--- src/rv_pkg.sv ---
//##############################
// widths, encodings and pipeline
// register structs of the core
//##############################
package rv_pkg;

    // data and address word
    typedef logic [31:0] xlen_t;
    typedef logic [4:0]  reg_addr_t;
    // word index on the program load port
    typedef logic [14:0] imem_addr_t;

    // major opcodes the core keeps
    typedef enum logic [6:0] {
        OPC_OP     = 7'b0110011,
        OPC_OP_IMM = 7'b0010011,
        OPC_LUI    = 7'b0110111,
        OPC_AUIPC  = 7'b0010111,
        OPC_BRANCH = 7'b1100011,
        OPC_JAL    = 7'b1101111,
        OPC_JALR   = 7'b1100111,
        OPC_LOAD   = 7'b0000011,
        OPC_STORE  = 7'b0100011
    } opcode_e;

    // add must stay zero, a cleared ctrl is a bubble
    typedef enum logic [3:0] {
        ALU_ADD,
        ALU_SUB,
        ALU_SLL,
        ALU_SLT,
        ALU_SLTU,
        ALU_XOR,
        ALU_SRL,
        ALU_SRA,
        ALU_OR,
        ALU_AND,
        ALU_PASS_B
    } alu_op_e;

    // branch funct3 codes
    typedef enum logic [2:0] {
        BR_BEQ  = 3'b000,
        BR_BNE  = 3'b001,
        BR_BLT  = 3'b100,
        BR_BGE  = 3'b101,
        BR_BLTU = 3'b110,
        BR_BGEU = 3'b111
    } br_func_e;

    // writeback source
    typedef enum logic [1:0] {
        RES_ALU,
        RES_MEM,
        RES_PC4
    } res_src_e;

    // addi x0,x0,0
    localparam xlen_t NOP_INSN  = 32'h0000_0013;
    // io window sits above the 1 KB data memory
    localparam xlen_t LEDR_ADDR = 32'h0000_0700;
    localparam xlen_t SW_ADDR   = 32'h0000_0710;

    typedef struct packed {
        logic       valid;
        imem_addr_t addr;
        xlen_t      insn;
    } imem_wr_t;

    typedef struct packed {
        alu_op_e  alu_op;
        logic     op1_pc;
        logic     op2_imm;
        logic     br_unsigned;
        logic     branch;
        logic     jump;
        logic     jalr;
        logic     mem_write;
        logic     mem_read;
        logic     rd_write;
        res_src_e res_src;
    } ctrl_t;

    typedef struct packed {
        xlen_t     pc;
        xlen_t     rs1_data;
        xlen_t     rs2_data;
        xlen_t     imm;
        reg_addr_t rd;
        logic [2:0] funct3;
        ctrl_t     ctrl;
    } id_ex_t;

    typedef struct packed {
        xlen_t     pc4;
        xlen_t     alu_res;
        xlen_t     store_data;
        reg_addr_t rd;
        logic      mem_write;
        logic      mem_read;
        logic      rd_write;
        res_src_e  res_src;
    } ex_mem_t;

    typedef struct packed {
        xlen_t     pc4;
        xlen_t     alu_res;
        xlen_t     load_data;
        reg_addr_t rd;
        logic      rd_write;
        res_src_e  res_src;
    } mem_wb_t;

    typedef struct packed {
        logic  taken;
        xlen_t target;
    } redirect_t;

    // one pending write of a later stage
    typedef struct packed {
        logic      valid;
        reg_addr_t rd;
    } haz_src_t;

    typedef struct packed {
        haz_src_t ex;
        haz_src_t mem;
        haz_src_t wb;
    } hazard_t;

endpackage

--- src/register_file.sv ---
//##############################
// 32 x 32 register file
//##############################
`timescale 1ns/100ps

module register_file (
    input  logic              i_clk,
    input  logic              i_reset,
    input  rv_pkg::reg_addr_t i_rs1,
    input  rv_pkg::reg_addr_t i_rs2,
    input  rv_pkg::reg_addr_t i_rd,
    input  rv_pkg::xlen_t     i_rd_data,
    input  logic              i_rd_en,
    output rv_pkg::xlen_t     o_rs1_data,
    output rv_pkg::xlen_t     o_rs2_data
);

    rv_pkg::xlen_t regs [32];

    // x0 never written so it reads zero
    always_ff @(posedge i_clk) begin
        if (!i_reset) begin
            for (int i = 0; i < 32; i++) begin
                regs[i] <= '0;
            end
        end else if (i_rd_en && i_rd != '0) begin
            regs[i_rd] <= i_rd_data;
        end
    end

    // no bypass, new value shows next cycle
    assign o_rs1_data = regs[i_rs1];
    assign o_rs2_data = regs[i_rs2];

endmodule

--- src/decode_unit.sv ---
//##############################
// decoder, immediates, stall
// detection and id/ex register
//##############################
`timescale 1ns/100ps

module decode_unit (
    input  logic              i_clk,
    input  logic              i_reset,
    input  rv_pkg::xlen_t     i_insn,
    input  rv_pkg::xlen_t     i_pc,
    input  rv_pkg::redirect_t i_redirect,
    input  rv_pkg::hazard_t   i_hazard,
    input  rv_pkg::reg_addr_t i_wb_rd,
    input  rv_pkg::xlen_t     i_wb_data,
    input  logic              i_wb_en,
    output rv_pkg::id_ex_t    o_id_ex,
    output logic              o_stall,
    output logic              o_insn_vld
);

    rv_pkg::reg_addr_t rs1;
    rv_pkg::reg_addr_t rs2;
    rv_pkg::xlen_t     rs1_data;
    rv_pkg::xlen_t     rs2_data;
    rv_pkg::xlen_t     imm;
    rv_pkg::ctrl_t     ctrl;
    logic [2:0]        funct3;

    // funct3 plus funct7 bit 30 to alu op
    function automatic rv_pkg::alu_op_e alu_sel(input logic [2:0] f3, input logic alt);
        case (f3)
            3'b000:  return alt ? rv_pkg::ALU_SUB : rv_pkg::ALU_ADD;
            3'b001:  return rv_pkg::ALU_SLL;
            3'b010:  return rv_pkg::ALU_SLT;
            3'b011:  return rv_pkg::ALU_SLTU;
            3'b100:  return rv_pkg::ALU_XOR;
            3'b101:  return alt ? rv_pkg::ALU_SRA : rv_pkg::ALU_SRL;
            3'b110:  return rv_pkg::ALU_OR;
            default: return rv_pkg::ALU_AND;
        endcase
    endfunction

    // pending nonzero write to one of our sources
    function automatic logic hit(input rv_pkg::haz_src_t h, input rv_pkg::reg_addr_t a,
                                 input rv_pkg::reg_addr_t b);
        return h.valid && (h.rd != '0) && (h.rd == a || h.rd == b);
    endfunction

    assign rs1    = i_insn[19:15];
    assign rs2    = i_insn[24:20];
    assign funct3 = i_insn[14:12];

    register_file register_file_inst (
        .i_clk      (i_clk),
        .i_reset    (i_reset),
        .i_rs1      (rs1),
        .i_rs2      (rs2),
        .i_rd       (i_wb_rd),
        .i_rd_data  (i_wb_data),
        .i_rd_en    (i_wb_en),
        .o_rs1_data (rs1_data),
        .o_rs2_data (rs2_data)
    );

    always_comb begin
        // unknown opcodes keep this side-effect free set
        ctrl       = '0;
        imm        = {{20{i_insn[31]}}, i_insn[31:20]};
        o_insn_vld = 1'b1;
        case (i_insn[6:0])
            rv_pkg::OPC_OP: begin
                ctrl.alu_op   = alu_sel(funct3, i_insn[30]);
                ctrl.rd_write = 1'b1;
            end
            rv_pkg::OPC_OP_IMM: begin
                // only srai uses bit 30, addi never subtracts
                ctrl.alu_op   = alu_sel(funct3, i_insn[30] && funct3 == 3'b101);
                ctrl.op2_imm  = 1'b1;
                ctrl.rd_write = 1'b1;
            end
            rv_pkg::OPC_LUI, rv_pkg::OPC_AUIPC: begin
                imm           = {i_insn[31:12], 12'b0};
                ctrl.alu_op   = i_insn[5] ? rv_pkg::ALU_PASS_B : rv_pkg::ALU_ADD;
                ctrl.op1_pc   = !i_insn[5];
                ctrl.op2_imm  = 1'b1;
                ctrl.rd_write = 1'b1;
            end
            rv_pkg::OPC_BRANCH: begin
                imm = {{19{i_insn[31]}}, i_insn[31], i_insn[7], i_insn[30:25],
                       i_insn[11:8], 1'b0};
                ctrl.branch      = 1'b1;
                ctrl.br_unsigned = funct3[1];
            end
            rv_pkg::OPC_JAL, rv_pkg::OPC_JALR: begin
                if (i_insn[3]) begin
                    imm = {{11{i_insn[31]}}, i_insn[31], i_insn[19:12], i_insn[20],
                           i_insn[30:21], 1'b0};
                end
                // jalr adds rs1 + imm in the alu
                ctrl.jump     = 1'b1;
                ctrl.jalr     = !i_insn[3];
                ctrl.op2_imm  = 1'b1;
                ctrl.rd_write = 1'b1;
                ctrl.res_src  = rv_pkg::RES_PC4;
            end
            rv_pkg::OPC_LOAD: begin
                ctrl.op2_imm  = 1'b1;
                ctrl.mem_read = 1'b1;
                ctrl.rd_write = 1'b1;
                ctrl.res_src  = rv_pkg::RES_MEM;
            end
            rv_pkg::OPC_STORE: begin
                imm            = {{20{i_insn[31]}}, i_insn[31:25], i_insn[11:7]};
                ctrl.op2_imm   = 1'b1;
                ctrl.mem_write = 1'b1;
            end
            default: o_insn_vld = 1'b0;
        endcase
    end

    // no forwarding, wait for every older writer of rs1/rs2
    assign o_stall = hit(i_hazard.ex, rs1, rs2) || hit(i_hazard.mem, rs1, rs2) ||
                     hit(i_hazard.wb, rs1, rs2);

    // bubble on stall or redirect
    always_ff @(posedge i_clk) begin
        if (!i_reset || i_redirect.taken || o_stall) begin
            o_id_ex <= '0;
        end else begin
            o_id_ex.pc       <= i_pc;
            o_id_ex.rs1_data <= rs1_data;
            o_id_ex.rs2_data <= rs2_data;
            o_id_ex.imm      <= imm;
            o_id_ex.rd       <= i_insn[11:7];
            o_id_ex.funct3   <= funct3;
            o_id_ex.ctrl     <= ctrl;
        end
    end

endmodule

--- config.mk ---
export PLATFORM = sky130hd
export DESIGN_NAME = decode_unit
export DESIGN_NICKNAME = d
export VERILOG_FILES = /design/src/rv_pkg.sv /design/src/register_file.sv /design/src/decode_unit.sv
export SDC_FILE = /design/constraint.sdc
export NUM_CORES = 2
export LEC_CHECK = 0
export BUFFER_PORTS_ARGS = -buffer_cell sky130_fd_sc_hd__buf_2
export CAP_MARGIN = 15
export CORE_MARGIN = 4
export CORE_UTILIZATION = 45
export CTS_CLUSTER_SIZE = 14
export DETAILED_ROUTE_END_ITERATION = 16
export HOLD_SLACK_MARGIN = 0.08
export PLACE_DENSITY_LB_ADDON = 0.12
export RECOVER_POWER = 50
export SLEW_MARGIN = 10
export SYNTH_ARGS = -nofsm -noshare
export SYNTH_HDL_FRONTEND = slang
export SYNTH_SLANG_ARGS = --single-unit
--- constraint.sdc ---
create_clock -name i_clk -period 4.25 [get_ports i_clk]
set_input_delay 0.2125 -clock i_clk [delete_from_list [all_inputs] [get_ports i_clk]]
set_output_delay 0.2125 -clock i_clk [all_outputs]
set_load 0.05 [all_outputs]
==> flow_summary.yaml <==
clock_tree:
  ctsHtreeMaxLevel: 4
  post-cts-setup-buffers: 0
  cts.sinks: 1175
  ctsResizeCount: 0
  clkTransAtPathRegs_ns: 0.05
  clk_latency_ns: 0.79
  hold_buffers: 110
  clockBufferDepth: 3
  numCtsBuffers: 135
  cts-root-buf: "clkbuf_16"
  tritoncts: "built"
final_layout:
  syn_to_final_growth_pct: 15.1
  fillerInstances: 11010
  seq_area_um2: 33800
  fin_nets: 4644
  multi_input_area_um2: 24200
  layout-drive-gt1-share_pct: 22.6
placed_design:
  place_worst_setup_slack_ns: 1.12
  place_congestion: 0.867
  io_buffer_count: 275
  place_hpwl_mm: 134
sta:
  hold_viol: 0
  worst_slack_ns: 0.170
  fmax_mhz: 245
  tightest_slew_ns: 3.58
  slew_headroom_pct: -139
  finalSetupViolCount: 0
  slew_violations: 864
  final.setup.tns_ns: 0
  timing.final.crit_share_pct: 96.0
  clock_skew_ns: 0.0259
  min_period_ns: 4.08
  rsz0062_at_grt: "false"
setup_path:
  crit_start: "i_reset"
  worstPathArrival_ns: 4.44
  r2r_start: "register_file_inst.regs[31][7]$_SDFFCE_PN0P_"
  crit_fanout: 27
  cp-start-kind: "primary input"
  crit_type: "primary input to flip-flop"
  endpoint_kind: "flip-flop"
  worstPathRequired_ns: 4.61
logic_synthesis:
  ys_dominant_reg_cell: "edfxtp_1"
  yosysUniqueCellTypes: 46
  syn_area_um2: 59600
  syn_inst: 4224
  synth_edf_count: 1024
  yosysSeqAreaShare_pct: 56.7
  avgSynthCellArea_um2: 14.1
  async_flop_share_pct: 0
  yosysWarnings: 0
  synth-seq-cells: 1175
route:
  ant_nets: 0
  drtIter0Drc: 5463
  routed_wl_mm: 222
  drc: 0
  drtPass1Iterations: 6
  vias: 39970
  wire_per_inst_um: 34.8
  avgViaCountPerCell: 6.27
status:
  outcome: "finished with violations"
  violations: "capacitance limit, slew limit"
die:
  fp.dieH_um: 372
  start_util_pct: 45.3
  coreArea_um2: 131000
  io_pins: 308
  dieArea_um2: 138000
  dieWidth_um: 372
  num_rows: 133
worst_hold_path:
  hold_start: "i_insn[21]"
  hold_path.class: "primary input to flip-flop"
global_routing:
  grt_use_total_pct: 31.9
  grt-ovfl-total: 0
  grt_pass1_wl_mm: 306
  grt_pass1_vias: 39417
  grt_max_degree: 87
  antenna_found_initial: 33
power:
  power.leakage_nw: 24.6
  power.density_nw_per_um2: 418
  ir_drop_mv: 0.380
job:
  cap_viol_max_count: 53
cell families after synthesis:
group	synth area share (%)
other cells	0.00629
flops	56.7
mux	20.5
buf+inv	3.25
xor+xnor	0.441
compound gates	4.28
simple gates	14.9
worst paths after layout:
path                                              endpoint  slack, ns  depth (start not counted)
max          register_file_inst.regs[18][16]$_SDFFCE_PN0P_       0.17                          5
min                                 o_id_ex[24]$_SDFF_PP0_       0.12                          4
max reg2reg                         o_id_ex[94]$_SDFF_PP0_       2.12                          4
min reg2reg                         o_id_ex[76]$_SDFF_PP0_       0.84                          3
placed cells by master, fill, tap and decap left out, types with 11 or more instances in the layout:
cell	count
and3_1	25
nand2b_1	25
clkinv_1	14
clkinv_2	20
a221o_1	11
a221oi_1	69
clkbuf_1	87
nor4_2	36
clkbuf_8	11
dlygate4sd3_1	110
buf_4	78
a32o_1	36
edfxtp_1	1024
buf_12	37
mux2i_1	312
buf_2	249
o21ai_0	75
xor2_1	26
and2_0	279
nor2_1	120
a21oi_1	44
and2_1	754
o22ai_1	15
a211oi_1	12
a31oi_1	15
diode_2	23
nor3_1	65
dfxtp_1	151
mux4_2	403
conb_1	32
a22oi_1	64
clkbuf_16	143
nand2_1	146
state kept, by name (all words and copies together) (netlist names):
register,flops
register_file_inst.regs,1024
o_id_ex,151
per-stage QoR:
step / area, um^2 / std cells / total power (W) / hold WS [ns] / utilization, %
after floorplan: 59700 / 4255 / 0.0158 / 0.291 / -
after global placement: 63600 / 5996 / 0.0171 / 0.419 / 48.4
after detailed placement: 63600 / 5996 / 0.0172 / 0.418 / 48.4
after CTS: 69100 / 6351 / 0.0288 / 0.0887 / 52.6
after global routing: 68500 / 6358 / 0.0294 / 0.133 / 52.1
final: 68600 / 6375 / 0.0287 / 0.119 / 52.2
final cells by class:
type	count	area share, %
clock buffers	194	5.66
well taps	1755	3.20
diodes	23	0.0839
multi-input cells	2639	35.3
flip-flops and latches	1175	49.2
repair buffers	530	5.75
clock inverters	51	0.697
inverters	8	0.0493
power by group:
| group | internal (W) | leakage, nW | switching (W) | total [W] |
|---|---|---|---|---|
| clock | 0.00679 | 2.14 | 0.00486 | 0.0116 |
| sequential | 0.0132 | 11.0 | 0.000337 | 0.0135 |
| combinational | 0.00131 | 11.5 | 0.00221 | 0.00352 |
per-layer routing:
metal	share of wire (%)	track usage, %	wire [um]
met1	39	43.9	87300
met2	46	50.1	102000
met3	11	7.32	24300
met4	3.6	10.9	7880
met5	0.011	0	25
synthesized netlist by cell type (12+ instances only):
master | n | share of area [%]
and3_1 | 25 | 0.26
clkbuf_1 | 304 | 1.9
nor4_2 | 37 | 0.78
mux2i_1 | 312 | 5.2
xor2_1 | 26 | 0.38
mux4_2 | 403 | 15
buf_4 | 32 | 0.40
nand2_1 | 147 | 0.93
a211oi_1 | 12 | 0.15
a21oi_1 | 44 | 0.37
o21ai_0 | 87 | 0.73
o22ai_1 | 15 | 0.16
a22oi_1 | 64 | 0.81
nand2b_1 | 25 | 0.26
a221oi_1 | 69 | 1.0
buf_1 | 24 | 0.15
buf_2 | 62 | 0.52
dfxtp_1 | 151 | 5.1
and2_1 | 1035 | 11
a32o_1 | 36 | 0.60
nor3_1 | 65 | 0.55
a31oi_1 | 15 | 0.16
nor2_1 | 130 | 0.82
edfxtp_1 | 1024 | 52
critical path: stages:
cell and delay, ns:
clkbuf_1 0.42, nand4b_1 0.15, clkbuf_1 0.49, o21ai_0 1.80, clkbuf_2 1.30
(Power assumes the default switching activity.)
